<file path="src/hdl/serial_link_macros.svh">
////////////////////////////////////////
// Serial link data link parameters
// Channel count, widths and FIFO depths
////////////////////////////////////////

`ifndef SERIAL_LINK_MACROS_SVH
`define SERIAL_LINK_MACROS_SVH

// Physical channels and bits per channel
`define SL_NUM_CHANNELS 2
`define SL_PHY_WIDTH 8

// Payload carried by the stream interface
`define SL_PAYLOAD_WIDTH 32

// Flow control and raw mode buffering
`define SL_RECV_FIFO_DEPTH 4
`define SL_RAW_FIFO_DEPTH 8

// One beat covers all channels at once
`define SL_BEAT_WIDTH (`SL_NUM_CHANNELS * `SL_PHY_WIDTH)
`define SL_NUM_SPLITS (`SL_PAYLOAD_WIDTH / `SL_BEAT_WIDTH)

`endif

</file>
<file path="src/hdl/serial_link_pkg.sv">
////////////////////////////////////////
// Serial link types
// Vector typedefs and the send FSM states
////////////////////////////////////////

`default_nettype none

`include "serial_link_macros.svh"

package serial_link_pkg;

  // One byte on one channel
  typedef logic [`SL_PHY_WIDTH-1:0] phy_data_t;

  // All channels side by side, channel i at bits 8i+7:8i
  typedef logic [`SL_BEAT_WIDTH-1:0] beat_t;

  typedef logic [`SL_PAYLOAD_WIDTH-1:0] payload_t;

  // Per channel flags and channel index
  typedef logic [`SL_NUM_CHANNELS-1:0] chan_mask_t;
  typedef logic [$clog2(`SL_NUM_CHANNELS)-1:0] chan_sel_t;

  // Wraps to 0 when the raw FIFO is full
  typedef logic [$clog2(`SL_RAW_FIFO_DEPTH)-1:0] raw_fill_t;

  typedef enum logic {
    LINK_SEND_IDLE,
    LINK_SEND_BUSY
  } link_state_e;

endpackage

`default_nettype wire

</file>
<file path="src/hdl/serial_link_tx_split.sv">
////////////////////////////////////////
// Transmit splitter
// Cuts a payload into beats, low beat first
////////////////////////////////////////

`timescale 1ns/1ns
`default_nettype none

`include "serial_link_macros.svh"

module serial_link_tx_split
  import serial_link_pkg::*;
(
  input  logic     clk_i,
  input  logic     rst_n_i,
  // Payload stream
  input  payload_t payload_i,
  input  logic     payload_valid_i,
  output logic     payload_ready_o,
  // Beat towards the channels
  output beat_t    beat_o,
  output logic     beat_valid_o,
  input  logic     beat_ready_i
);

  localparam int BEAT_W     = `SL_BEAT_WIDTH;
  localparam int NUM_SPLITS = `SL_NUM_SPLITS;
  localparam int IDX_W      = (NUM_SPLITS > 1) ? $clog2(NUM_SPLITS) : 1;

  link_state_e      state_q, state_d;
  logic [IDX_W-1:0] beat_idx_q, beat_idx_d;

  ////////////////////////////////////////
  // Send FSM
  ////////////////////////////////////////

  always_comb begin
    state_d         = state_q;
    beat_idx_d      = beat_idx_q;
    beat_o          = '0;
    beat_valid_o    = 1'b0;
    payload_ready_o = 1'b0;

    unique case (state_q)
      LINK_SEND_IDLE: begin
        // First beat goes out in the same cycle as the payload
        if (payload_valid_i) begin
          beat_valid_o = 1'b1;
          beat_o       = payload_i[BEAT_W-1:0];
          if (beat_ready_i) begin
            state_d    = LINK_SEND_BUSY;
            beat_idx_d = IDX_W'(1);
          end
        end
      end

      LINK_SEND_BUSY: begin
        beat_valid_o = 1'b1;
        beat_o       = payload_i[beat_idx_q*BEAT_W +: BEAT_W];
        if (beat_ready_i) begin
          if (beat_idx_q == IDX_W'(NUM_SPLITS - 1)) begin
            // Last beat taken, release the payload
            payload_ready_o = 1'b1;
            state_d         = LINK_SEND_IDLE;
            beat_idx_d      = '0;
          end else begin
            beat_idx_d = beat_idx_q + 1'b1;
          end
        end
      end

      default: begin
        state_d = LINK_SEND_IDLE;
      end
    endcase
  end

  always_ff @(posedge clk_i or negedge rst_n_i) begin
    if (!rst_n_i) begin
      state_q    <= LINK_SEND_IDLE;
      beat_idx_q <= '0;
    end else begin
      state_q    <= state_d;
      beat_idx_q <= beat_idx_d;
    end
  end

  // Upstream must hold the payload while a beat is stalled
  payload_stable_a : assert property (
    @(posedge clk_i) disable iff (!rst_n_i)
    beat_valid_o && !beat_ready_i |=> $stable(payload_i)
  );

endmodule

`default_nettype wire

</file>
<file path="src/hdl/serial_link_rx_assemble.sv">
////////////////////////////////////////
// Receive assembler
// Flow control FIFO plus split registers
// that rebuild a payload from beats
////////////////////////////////////////

`timescale 1ns/1ns
`default_nettype none

`include "serial_link_macros.svh"

module serial_link_rx_assemble
  import serial_link_pkg::*;
(
  input  logic       clk_i,
  input  logic       rst_n_i,
  input  logic       clear_i,
  // Beats from the channels
  input  beat_t      beat_i,
  input  chan_mask_t beat_valid_i,
  output chan_mask_t beat_ready_o,
  // Rebuilt payload
  output payload_t   payload_o,
  output logic       payload_valid_o,
  input  logic       payload_ready_i
);

  localparam int NUM_CH     = `SL_NUM_CHANNELS;
  localparam int NUM_SPLITS = `SL_NUM_SPLITS;
  localparam int DEPTH      = `SL_RECV_FIFO_DEPTH;
  localparam int PTR_W      = $clog2(DEPTH);
  localparam int IDX_W      = (NUM_SPLITS > 1) ? $clog2(NUM_SPLITS) : 1;

  beat_t            fifo_mem [DEPTH];
  logic [PTR_W-1:0] fifo_wr_ptr_q, fifo_rd_ptr_q;
  logic [PTR_W:0]   fifo_count_q;
  logic             fifo_full, fifo_empty;
  logic             fifo_push, fifo_pop;

  beat_t [NUM_SPLITS-1:0] split_data_q;
  logic  [NUM_SPLITS-1:0] split_full_q;
  logic  [IDX_W-1:0]      split_idx_q;
  logic                   payload_fire;

  ////////////////////////////////////////
  // Flow control FIFO
  ////////////////////////////////////////

  assign fifo_full  = (fifo_count_q == (PTR_W+1)'(DEPTH));
  assign fifo_empty = (fifo_count_q == '0);

  // A beat counts only when every channel has one
  assign fifo_push    = (&beat_valid_i) && !fifo_full;
  assign beat_ready_o = {NUM_CH{fifo_push}};

  always_ff @(posedge clk_i or negedge rst_n_i) begin
    if (!rst_n_i) begin
      fifo_wr_ptr_q <= '0;
      fifo_rd_ptr_q <= '0;
      fifo_count_q  <= '0;
    end else if (clear_i) begin
      fifo_wr_ptr_q <= '0;
      fifo_rd_ptr_q <= '0;
      fifo_count_q  <= '0;
    end else begin
      if (fifo_push) begin
        fifo_wr_ptr_q <= fifo_wr_ptr_q + 1'b1;
      end
      if (fifo_pop) begin
        fifo_rd_ptr_q <= fifo_rd_ptr_q + 1'b1;
      end
      if (fifo_push && !fifo_pop) begin
        fifo_count_q <= fifo_count_q + 1'b1;
      end else if (!fifo_push && fifo_pop) begin
        fifo_count_q <= fifo_count_q - 1'b1;
      end
    end
  end

  always_ff @(posedge clk_i) begin
    if (fifo_push) begin
      fifo_mem[fifo_wr_ptr_q] <= beat_i;
    end
  end

  ////////////////////////////////////////
  // Split registers
  ////////////////////////////////////////

  assign payload_valid_o = &split_full_q;
  assign payload_fire    = payload_valid_o && payload_ready_i;
  assign payload_o       = split_data_q;

  // Current split frees up in the same cycle the payload leaves
  assign fifo_pop = !fifo_empty && (!split_full_q[split_idx_q] || payload_fire);

  always_ff @(posedge clk_i or negedge rst_n_i) begin
    if (!rst_n_i) begin
      split_full_q <= '0;
      split_idx_q  <= '0;
    end else if (clear_i) begin
      split_full_q <= '0;
      split_idx_q  <= '0;
    end else begin
      if (payload_fire) begin
        split_full_q <= '0;
      end
      if (fifo_pop) begin
        split_full_q[split_idx_q] <= 1'b1;
        split_idx_q <= (split_idx_q == IDX_W'(NUM_SPLITS - 1)) ? '0 : split_idx_q + 1'b1;
      end
    end
  end

  always_ff @(posedge clk_i) begin
    if (fifo_pop) begin
      split_data_q[split_idx_q] <= fifo_mem[fifo_rd_ptr_q];
    end
  end

  // A push into a full FIFO would run the count past the depth
  // or out of step with the pointers
  no_push_full_a : assert property (
    @(posedge clk_i) disable iff (!rst_n_i)
    fifo_count_q <= (PTR_W+1)'(DEPTH)
      && fifo_count_q[PTR_W-1:0] == PTR_W'(fifo_wr_ptr_q - fifo_rd_ptr_q)
  );

  // Index points at the next free split, wrapping once all are full
  split_idx_range_a : assert property (
    @(posedge clk_i) disable iff (!rst_n_i)
    int'(split_idx_q) == $countones(split_full_q) % NUM_SPLITS
  );

endmodule

`default_nettype wire

</file>
<file path="src/hdl/serial_link_raw_fifo.sv">
////////////////////////////////////////
// Raw mode transmit byte FIFO
// Circular buffer with fill level and clear
////////////////////////////////////////

`timescale 1ns/1ns
`default_nettype none

`include "serial_link_macros.svh"

module serial_link_raw_fifo
  import serial_link_pkg::*;
(
  input  logic      clk_i,
  input  logic      rst_n_i,
  input  logic      clear_i,
  input  logic      push_i,
  input  phy_data_t data_i,
  input  logic      pop_i,
  output phy_data_t data_o,
  output logic      empty_o,
  output logic      full_o,
  output raw_fill_t fill_o
);

  localparam int DEPTH = `SL_RAW_FIFO_DEPTH;
  localparam int PTR_W = $clog2(DEPTH);

  phy_data_t        mem [DEPTH];
  logic [PTR_W-1:0] wr_ptr_q, rd_ptr_q;
  logic [PTR_W:0]   count_q;
  logic             push;

  assign full_o  = (count_q == (PTR_W+1)'(DEPTH));
  assign empty_o = (count_q == '0);
  // Top bit dropped, full reads back as 0
  assign fill_o  = count_q[PTR_W-1:0];
  assign data_o  = mem[rd_ptr_q];

  // Pushes into a full FIFO are lost
  assign push = push_i && !full_o;

  always_ff @(posedge clk_i or negedge rst_n_i) begin
    if (!rst_n_i) begin
      wr_ptr_q <= '0;
      rd_ptr_q <= '0;
      count_q  <= '0;
    end else if (clear_i) begin
      wr_ptr_q <= '0;
      rd_ptr_q <= '0;
      count_q  <= '0;
    end else begin
      if (push) begin
        wr_ptr_q <= wr_ptr_q + 1'b1;
      end
      if (pop_i) begin
        rd_ptr_q <= rd_ptr_q + 1'b1;
      end
      if (push && !pop_i) begin
        count_q <= count_q + 1'b1;
      end else if (!push && pop_i) begin
        count_q <= count_q - 1'b1;
      end
    end
  end

  always_ff @(posedge clk_i) begin
    if (push) begin
      mem[wr_ptr_q] <= data_i;
    end
  end

  // Caller gates pops with the empty flag
  no_pop_empty_a : assert property (
    @(posedge clk_i) disable iff (!rst_n_i)
    pop_i |-> !empty_o
  );

endmodule

`default_nettype wire

</file>
<file path="src/hdl/serial_link_data_link.sv">
////////////////////////////////////////
// Serial link data link layer
// Steers normal payload traffic or raw
// calibration bytes onto the channels
////////////////////////////////////////

`timescale 1ns/1ns
`default_nettype none

`include "serial_link_macros.svh"

module serial_link_data_link
  import serial_link_pkg::*;
(
  input  logic       clk_i,
  input  logic       rst_n_i,
  // Payload streams
  input  payload_t   payload_in_i,
  input  logic       payload_in_valid_i,
  output logic       payload_in_ready_o,
  output payload_t   payload_out_o,
  output logic       payload_out_valid_o,
  input  logic       payload_out_ready_i,
  // Phy channels
  output beat_t      data_out_o,
  output chan_mask_t data_out_valid_o,
  input  logic       data_out_ready_i,
  input  beat_t      data_in_i,
  input  chan_mask_t data_in_valid_i,
  output chan_mask_t data_in_ready_o,
  // Raw mode and configuration
  input  logic       raw_mode_en_i,
  input  logic       recv_fifo_clear_i,
  input  chan_sel_t  raw_in_ch_sel_i,
  output phy_data_t  raw_in_data_o,
  output chan_mask_t raw_in_valid_o,
  input  logic       raw_in_ready_i,
  input  chan_mask_t raw_out_ch_mask_i,
  input  phy_data_t  raw_out_data_i,
  input  logic       raw_out_valid_i,
  input  logic       raw_out_en_i,
  input  logic       raw_fifo_clear_i,
  output raw_fill_t  raw_fill_o,
  output logic       raw_full_o
);

  localparam int NUM_CH = `SL_NUM_CHANNELS;
  localparam int PHY_W  = `SL_PHY_WIDTH;

  beat_t      tx_beat;
  logic       tx_beat_valid;
  chan_mask_t rx_beat_valid, rx_beat_ready;
  phy_data_t  raw_head;
  logic       raw_empty, raw_pop;

  ////////////////////////////////////////
  // Transmit path
  ////////////////////////////////////////

  serial_link_tx_split i_tx_split (
    .clk_i           ( clk_i                                 ),
    .rst_n_i         ( rst_n_i                               ),
    .payload_i       ( payload_in_i                          ),
    .payload_valid_i ( payload_in_valid_i && !raw_mode_en_i  ),
    .payload_ready_o ( payload_in_ready_o                    ),
    .beat_o          ( tx_beat                               ),
    .beat_valid_o    ( tx_beat_valid                         ),
    .beat_ready_i    ( data_out_ready_i && !raw_mode_en_i    )
  );

  serial_link_raw_fifo i_raw_fifo (
    .clk_i   ( clk_i            ),
    .rst_n_i ( rst_n_i          ),
    .clear_i ( raw_fifo_clear_i ),
    .push_i  ( raw_out_valid_i  ),
    .data_i  ( raw_out_data_i   ),
    .pop_i   ( raw_pop          ),
    .data_o  ( raw_head         ),
    .empty_o ( raw_empty        ),
    .full_o  ( raw_full_o       ),
    .fill_o  ( raw_fill_o       )
  );

  always_comb begin
    data_out_o       = '0;
    data_out_valid_o = '0;
    raw_pop          = 1'b0;
    if (raw_mode_en_i) begin
      // Head byte copied onto every channel, mask picks the live ones
      if (raw_out_en_i && !raw_empty) begin
        data_out_o       = {NUM_CH{raw_head}};
        data_out_valid_o = raw_out_ch_mask_i;
        raw_pop          = data_out_ready_i;
      end
    end else begin
      data_out_o       = tx_beat;
      data_out_valid_o = {NUM_CH{tx_beat_valid}};
    end
  end

  ////////////////////////////////////////
  // Receive path
  ////////////////////////////////////////

  assign rx_beat_valid = data_in_valid_i & {NUM_CH{!raw_mode_en_i}};

  serial_link_rx_assemble i_rx_assemble (
    .clk_i           ( clk_i               ),
    .rst_n_i         ( rst_n_i             ),
    .clear_i         ( recv_fifo_clear_i   ),
    .beat_i          ( data_in_i           ),
    .beat_valid_i    ( rx_beat_valid       ),
    .beat_ready_o    ( rx_beat_ready       ),
    .payload_o       ( payload_out_o       ),
    .payload_valid_o ( payload_out_valid_o ),
    .payload_ready_i ( payload_out_ready_i )
  );

  always_comb begin
    data_in_ready_o = rx_beat_ready;
    raw_in_data_o   = '0;
    raw_in_valid_o  = '0;
    if (raw_mode_en_i) begin
      data_in_ready_o = '0;
      raw_in_valid_o  = data_in_valid_i;
      raw_in_data_o   = data_in_i[raw_in_ch_sel_i*PHY_W +: PHY_W];
      // Read strobe only consumes a byte that is actually there
      if (raw_in_ready_i && data_in_valid_i[raw_in_ch_sel_i]) begin
        data_in_ready_o[raw_in_ch_sel_i] = 1'b1;
      end
    end
  end

endmodule

`default_nettype wire

</file>
<file path="config.mk">
export PLATFORM = sky130hd
export DESIGN_NAME = serial_link_data_link
export DESIGN_NICKNAME = d
export VERILOG_FILES = /design/src/hdl/serial_link_pkg.sv /design/src/hdl/serial_link_tx_split.sv /design/src/hdl/serial_link_rx_assemble.sv /design/src/hdl/serial_link_raw_fifo.sv /design/src/hdl/serial_link_data_link.sv
export VERILOG_INCLUDE_DIRS = /design/src /design/src/hdl
export SDC_FILE = /design/constraint.sdc
export NUM_CORES = 1
export LEC_CHECK = 0
export BUFFER_PORTS_ARGS = -buffer_cell sky130_fd_sc_hd__buf_2
export CAP_MARGIN = 20
export CORE_MARGIN = 4
export CORE_UTILIZATION = 29
export DETAILED_ROUTE_END_ITERATION = 16
export GPL_TIMING_DRIVEN = 0
export PLACE_DENSITY = 0.47
export SLEW_MARGIN = 15
export SYNTH_ARGS = -nofsm -noshare
export SYNTH_HDL_FRONTEND = slang
export SYNTH_SLANG_ARGS = --single-unit
</file>
<file path="constraint.sdc">
create_clock -name clk_i -period 2.1 [get_ports clk_i]
set_input_delay 0.315 -clock clk_i [delete_from_list [all_inputs] [get_ports clk_i]]
set_output_delay 0.315 -clock clk_i [all_outputs]
set_load 0.005 [all_outputs]
</file>
; Word-level counts from Yosys, hierarchy flattened
; Memories as Yosys holds them, arrays and structs flattened.
; Cells that the tools add are included.
[totals]
mem_count = 2
ramBits = 128
out_inout_bits = 68
word_cells = 137
in_bits = 72
register_bits = 54
[mem_list]
columns = memory, words, word_bits, rd, rd_ports_with_merged_regs, write_ports, line
row1 = i_raw_fifo.mem, 8, 8, 1, 0, 1, serial_link_raw_fifo.sv:29  ; phy_data_t mem [DEPTH];
row2 = i_rx_assemble.fifo_mem, 4, 16, 1, 0, 1, serial_link_rx_assemble.sv:34  ; beat_t fifo_mem [DEPTH];
[op_classes]
eq_ne = 5
addsub = 10
n_reduce_logical = 36
shift = 2
bitwise = 3
magnitude_cmp = 4
muxes = 63
[ops]
columns = op, n
row1 = $mux W16, 4
row2 = $bwmux W32, 1
row3 = $pmux W16 S2, 1
row4 = $shiftx A32 B6 Y16, 1
row5 = $mux W1, 27
row6 = $mux W2, 13
row7 = $mux W3, 7
row8 = $demux W16 S1, 1
row9 = $shiftx A16 B5 Y8, 1
row10 = $logic_and A1 B1 Y1, 14
row11 = $mux W4, 3
row12 = $logic_not A1 Y1, 10
row13 = $add A3 B1 Y3 const B, 3
row14 = $mux W8, 1
row15 = $reduce_bool A2 Y1, 4
row16 = $ne A2 B1 Y1 const B, 3
row17 = $pmux W1 S2, 3
row18 = $reduce_bool A3 Y1, 2
row19 = $add A2 B1 Y2 const B, 2
row20 = $add A4 B1 Y4 const B, 1
row21 = $eq A4 B4 Y1 const B, 1
row22 = $logic_not A4 Y1, 1
row23 = $lt A1 B2 Y1 const B, 2
row24 = $reduce_and A2 Y1, 2
row25 = 12 further kinds, 15

; Depth between registers and ports, before layout
[logic_depth]
ltp_word = 9
mapped_depth = 9

; Hierarchy
; A second synthesis with hierarchy kept.
[unflattened]
cells_unflattened = 485
area_unflattened_um2 = 8072.7
[by_module_without_submodules]
columns = mod, seq_area_each_um2, area_per_inst_um2, cells_per_inst, n_inst
row1 = serial_link_rx_assemble, 3133.0, 3948.8, 189, 1
row2 = serial_link_raw_fifo, 2172.1, 3159.3, 172, 1
row3 = serial_link_tx_split, 50.0, 483.0, 48, 1
row4 = serial_link_data_link, 0.0, 481.7, 76, 1

; Worst setup path after synthesis
; Ideal clock, no wire load.
[synth_path]
kind = reg-to-reg
startpoint = register i_raw_fifo.count_q[1]
endpoint = register i_raw_fifo.count_q[3]
stages_incl_launch_ff = 10
n_path_buf = 0
setup_time_ns = 0.079
setup_slack_ns = -0.145
arrival_time_ns = 2.167
cell_sequence = dfrtp_1 or4_4 nand2_4 nand2_1 ha_1 a21o_1 a21oi_1 nand4_1 a21o_1 a21oi_1
[synth_between]
elab_chain_cells = 9
[synth_rtl]
columns = item, line
row1 = start: declaration, serial_link_raw_fifo.sv:31  ; logic [PTR_W:0] count_q;
row2 = start signal: assignment, serial_link_raw_fifo.sv:60  ; count_q <= count_q + 1'b1;
row3 = start signal: assignment, serial_link_raw_fifo.sv:62  ; count_q <= count_q - 1'b1;
row4 = $logic_not A4 Y1, serial_link_raw_fifo.sv:35  ; assign empty_o = (count_q == '0);
row5 = $logic_not A1 Y1, serial_link_data_link.sv:90  ; if (raw_out_en_i && !raw_empty) begin
row6 = $logic_and A1 B1 Y1, serial_link_data_link.sv:90
row7 = $mux W1, serial_link_data_link.sv:90
row8 = $mux W1, serial_link_data_link.sv:88  ; if (raw_mode_en_i) begin
row9 = $logic_not A1 Y1, serial_link_raw_fifo.sv:59  ; if (push && !pop_i) begin
row10 = $logic_and A1 B1 Y1, serial_link_raw_fifo.sv:59
row11 = $mux W4, serial_link_raw_fifo.sv:59
row12 = $mux W4, serial_link_raw_fifo.sv:48  ; end else if (clear_i) begin
; Several ways; a longest one is shown, not always the timed one. The select of a mux whose other input is x is not followed.
; A chain may end at the register's enable or synchronous reset.

; Worst setup path after layout
[layout_path]
startpoint = register i_raw_fifo.rd_ptr_q[0]
endpoint = output port data_out_o[12]
[layout_between]
elab_chain_cells = 3
[layout_rtl]
columns = item, line
row1 = start: declaration, serial_link_raw_fifo.sv:30  ; logic [PTR_W-1:0] wr_ptr_q, rd_ptr_q;
row2 = start signal: assignment, serial_link_raw_fifo.sv:57  ; rd_ptr_q <= rd_ptr_q + 1'b1;
row3 = $mem_v2 Z8 W8, n/a
row4 = $mux W16, serial_link_data_link.sv:90
row5 = $mux W16, serial_link_data_link.sv:88
row6 = end: declaration, serial_link_data_link.sv:25  ; output beat_t data_out_o,
; No other way between the ends.

==> flow_summary.toml <==
[synth]
synthCells = 454
synth_top_flop_cell = "edfxtp_1"
syn_area_per_cell_sq_um = 17.1
yosys-mux-area-fraction_pct = 15.0
synth_top_cell_area_share_pct = 61.9
synthesis.area_sq_um = 7770
synth_top_family_by_area = "multiplexers"
yosysWarnings = 0
synth_edf_count = 160
yosys.area_share.simple_pct = 5.98
synth_nets = 536
yosys.area_share.adder_pct = 1.80
synth_area_leaders = "edfxtp_1 (62%), dfrtp_1 (7.1%), mux4_2 (6.7%)"
ys_types = 48
synth_compound_area_share_pct = 4.69
synthXorXnorAreaFrac_pct = 1.22
ys_async_sr_fraction_pct = 12.1
synth_top_area_cell = "edfxtp_1"
synth_seq_cells = 182
yosysSeqAreaShare_pct = 68.9

[place]
place_ws_ns = -0.502
port_buffers = 137
gp_congestion = 0.747
dp_cells = 928
hpwl_mm = 12.6

[timing]
rsz0062_at_grt = "yes"
finClkSkew_ns = 0.0127
worst_pin_slew_ns = 0.894
max_freq_mhz = 394
fin_crit_sh_pct = 121
hold_viol = 0
holdWs_ns = 0.111
finalMaxSlewViolations = 0
slew_headroom_pct = 40.4
period_minus_slack_ns = 2.54
setup_viol = 19
timing.final.ws_setup_ns = -0.435

[global_routing]
grt_use_met2_pct = 22.0
grt_usage_pct = 12.6
gr-usage-met3_pct = 2.09
met1_usage_pct = 16.2
grt.overflow.total = 0
grt_pass1_vias = 4782
top_usage_layer = "met2"
antenna_found_initial = 0
grt_max_degree = 23
grt_pass1_wl_mm = 27.7

[job]
cap_viol_max_count = 0

[setup_path]
r2r_end = "i_raw_fifo.count_q[3]"
critPathMaxStageDelay_ns = 0.51
worstPathRequired_ns = 1.78
crit_arrival_ns = 2.22
critPathCaptureType = "primary output"
critPathSlowestCell = "mux4_2"
cp-start-kind = "flip-flop"
r2r_start = "i_raw_fifo.count_q[0]"
setup.worst_path.class = "flip-flop to primary output"
worstRegToRegCells = 10
critPathMaxFanout = 5
cp_cell_sequence = "buf_6 > buf_12 > mux4_2 > mux2_4 > nand2_4 > o21ai_2 > buf_2"
reg2reg_slack_ns = -0.19

[layout]
diodes = 0
nets = 725
area_delta_synth_final_pct = 30.3
num-fill-cells = 2422
fin_cells = 991
multiInputGateArea_sq_um = 2480
seqCellArea_sq_um = 5360
drive_above_1_share_pct = 50.6

[power_and_ir_drop]
p_total_mw = 10.9
ir_drop_mv = 0.530
powerDensity_nw_per_um2 = 1070
p_leak_nw = 3.82

[min_path]
min_to = "i_rx_assemble.fifo_mem[1][4]"
whs_path_depth = 1
hp-start = "data_in_i[4]"
hold_path.class = "input pin to flip-flop"

[routing]
vias = 4610
wire_per_inst_um = 18.7
dr.pass1.iters = 6
via_per_inst = 4.65
drt_drc_violations_left = 0
dr.first_iter.drc_count = 205
drtAntennaViolNets = 0
routed_wl_mm = 18.5

[clocking]
insertion_delay_ns = 0.43
clkTransAtPathRegs_ns = 0.08
cts_made_buffers = 17
clockBufferDepth = 2
clockRootBuffer = "clkbuf_16"
htreeDepth = 4
cts_tree = "done"
clkSinkCount = 182

[die]
die_w_um = 172
start_util_pct = 29.6
die_y_um = 172
die_area_sq_um = 29500
ioPinCount = 140
design.core.area_sq_um = 26200
num_rows = 59

[status]
status = "finished with violations"
violations = "negative setup slack"
routing by layer:
| metal | vias up | part of all wire (%) |
|---|---|---|
| met1 | 2353 | 42 |
| met5 | - | 0 |
| met4 | 0 | 1.3 |
| met3 | 17 | 4.4 |
| met2 | 97 | 53 |
| li1 | 2143 | - |
registers in the layout, indices dropped and copies added, names as in the netlist, 3 cells and up:
name / cells
i_raw_fifo.mem: 64
i_rx_assemble.fifo_mem: 64
i_rx_assemble.payload_o: 32
i_raw_fifo.count_q: 4
i_raw_fifo.rd_ptr_q: 3
i_raw_fifo.wr_ptr_q: 3
i_rx_assemble.fifo_count_q: 3
worst max-delay path by stage:
stage / start / endpoint / slack, ns
global placement: i_raw_fifo.count_q[1] / i_raw_fifo.mem[0][7] / -0.74
detailed placement: i_raw_fifo.rd_ptr_q[1] / data_out_o[12] / -0.50
floorplan: i_raw_fifo.count_q[2] / i_raw_fifo.count_q[3] / -0.02
global route: i_raw_fifo.rd_ptr_q[0] / data_out_o[6] / -0.49
finish: i_raw_fifo.rd_ptr_q[0] / data_out_o[12] / -0.44
CTS: i_raw_fifo.rd_ptr_q[0] / data_out_o[14] / -0.43
cells in the final DEF (no fill, tap or decap), types with 11 or more instances in the layout:
| master | count |
|---|---|
| mux4_2 | 31 |
| nor2_1 | 19 |
| edfxtp_1 | 160 |
| mux2i_1 | 11 |
| mux2_2 | 18 |
| a22oi_1 | 17 |
| dfrtp_1 | 18 |
| clkbuf_16 | 17 |
| buf_4 | 33 |
| nor2b_1 | 13 |
| nand2_1 | 11 |
| buf_2 | 141 |
power by group:
| part | internal [mW] | switching, mW | total, mW | leakage [nW] |
|---|---|---|---|---|
| clock network | 1.75 | 1.58 | 3.33 | 0.307 |
| logic | 1.43 | 1.48 | 2.91 | 1.77 |
| registers | 4.46 | 0.155 | 4.61 | 1.74 |
| total | 7.64 | 3.22 | 10.9 | 3.82 |
layout make-up:
type,count,area share (%)
well taps,335,4.14
inverters,10,0.371
clock buffers,17,4.20
repair buffers,171,9.92
flip-flops and latches,182,53.0
multi-input cells,236,24.6
clock inverters,15,2.26
plain buffers,25,1.58
kinds of logic after synthesis:
family                   count (synthesis)
multiplexers                            70
adder cells (fa/ha/maj)                 10
flip-flops                             182
buffers and inverters                   36
XOR/XNOR                                10
AND/OR/NAND/NOR                         92
AO/OA/AOI/OAI                           54
repair_timing:
| action | 4_1_cts | 5_1_grt |
|---|---|---|
| gates resized for setup | 70 | 26 |
| hold buffers | 1 | 0 |
| cloned | 2 | 0 |
| buffers inserted | 17 | 12 |
| endpoints found under the hold margin | 22 | 0 |
| pin swaps | 10 | 14 |
| endpoints found under the setup margin | 152 | 150 |
cell usage after synthesis, types with 6 or more instances:
| cell | count |
|---|---|
| mux2_2 | 25 |
| nor2b_1 | 13 |
| ha_1 | 8 |
| inv_1 | 9 |
| xor2_1 | 6 |
| mux4_2 | 23 |
| and2_1 | 10 |
| a22oi_1 | 17 |
| clkbuf_1 | 12 |
| nand2_1 | 22 |
| dfrtp_1 | 22 |
| edfxtp_1 | 160 |
| mux2i_1 | 11 |
| nor2_1 | 27 |
| a21oi_1 | 8 |
| mux4_1 | 9 |
| o21ai_0 | 12 |
worst max-delay path: cells and delay by family, from the launching register on:
family	cells	cell delay [ns]
AO/OA/AOI/OAI	1	0.06
buffers and inverters	3	0.45
flip-flops	1	0.37
multiplexers	2	0.82
AND/OR/NAND/NOR	1	0.10
per-stage QoR:
stage,utilization [%],area [sq um],setup TNS [ns]
floorplan,-,7790,-0.0237
global placement,33.9,8900,-51.11
detailed placement,34.1,8930,-38.11
CTS,37.9,9920,-7.76
global route,38.6,10100,-8.65
finish,38.6,10100,-6.96
Power figures use the tool's default switching activity.
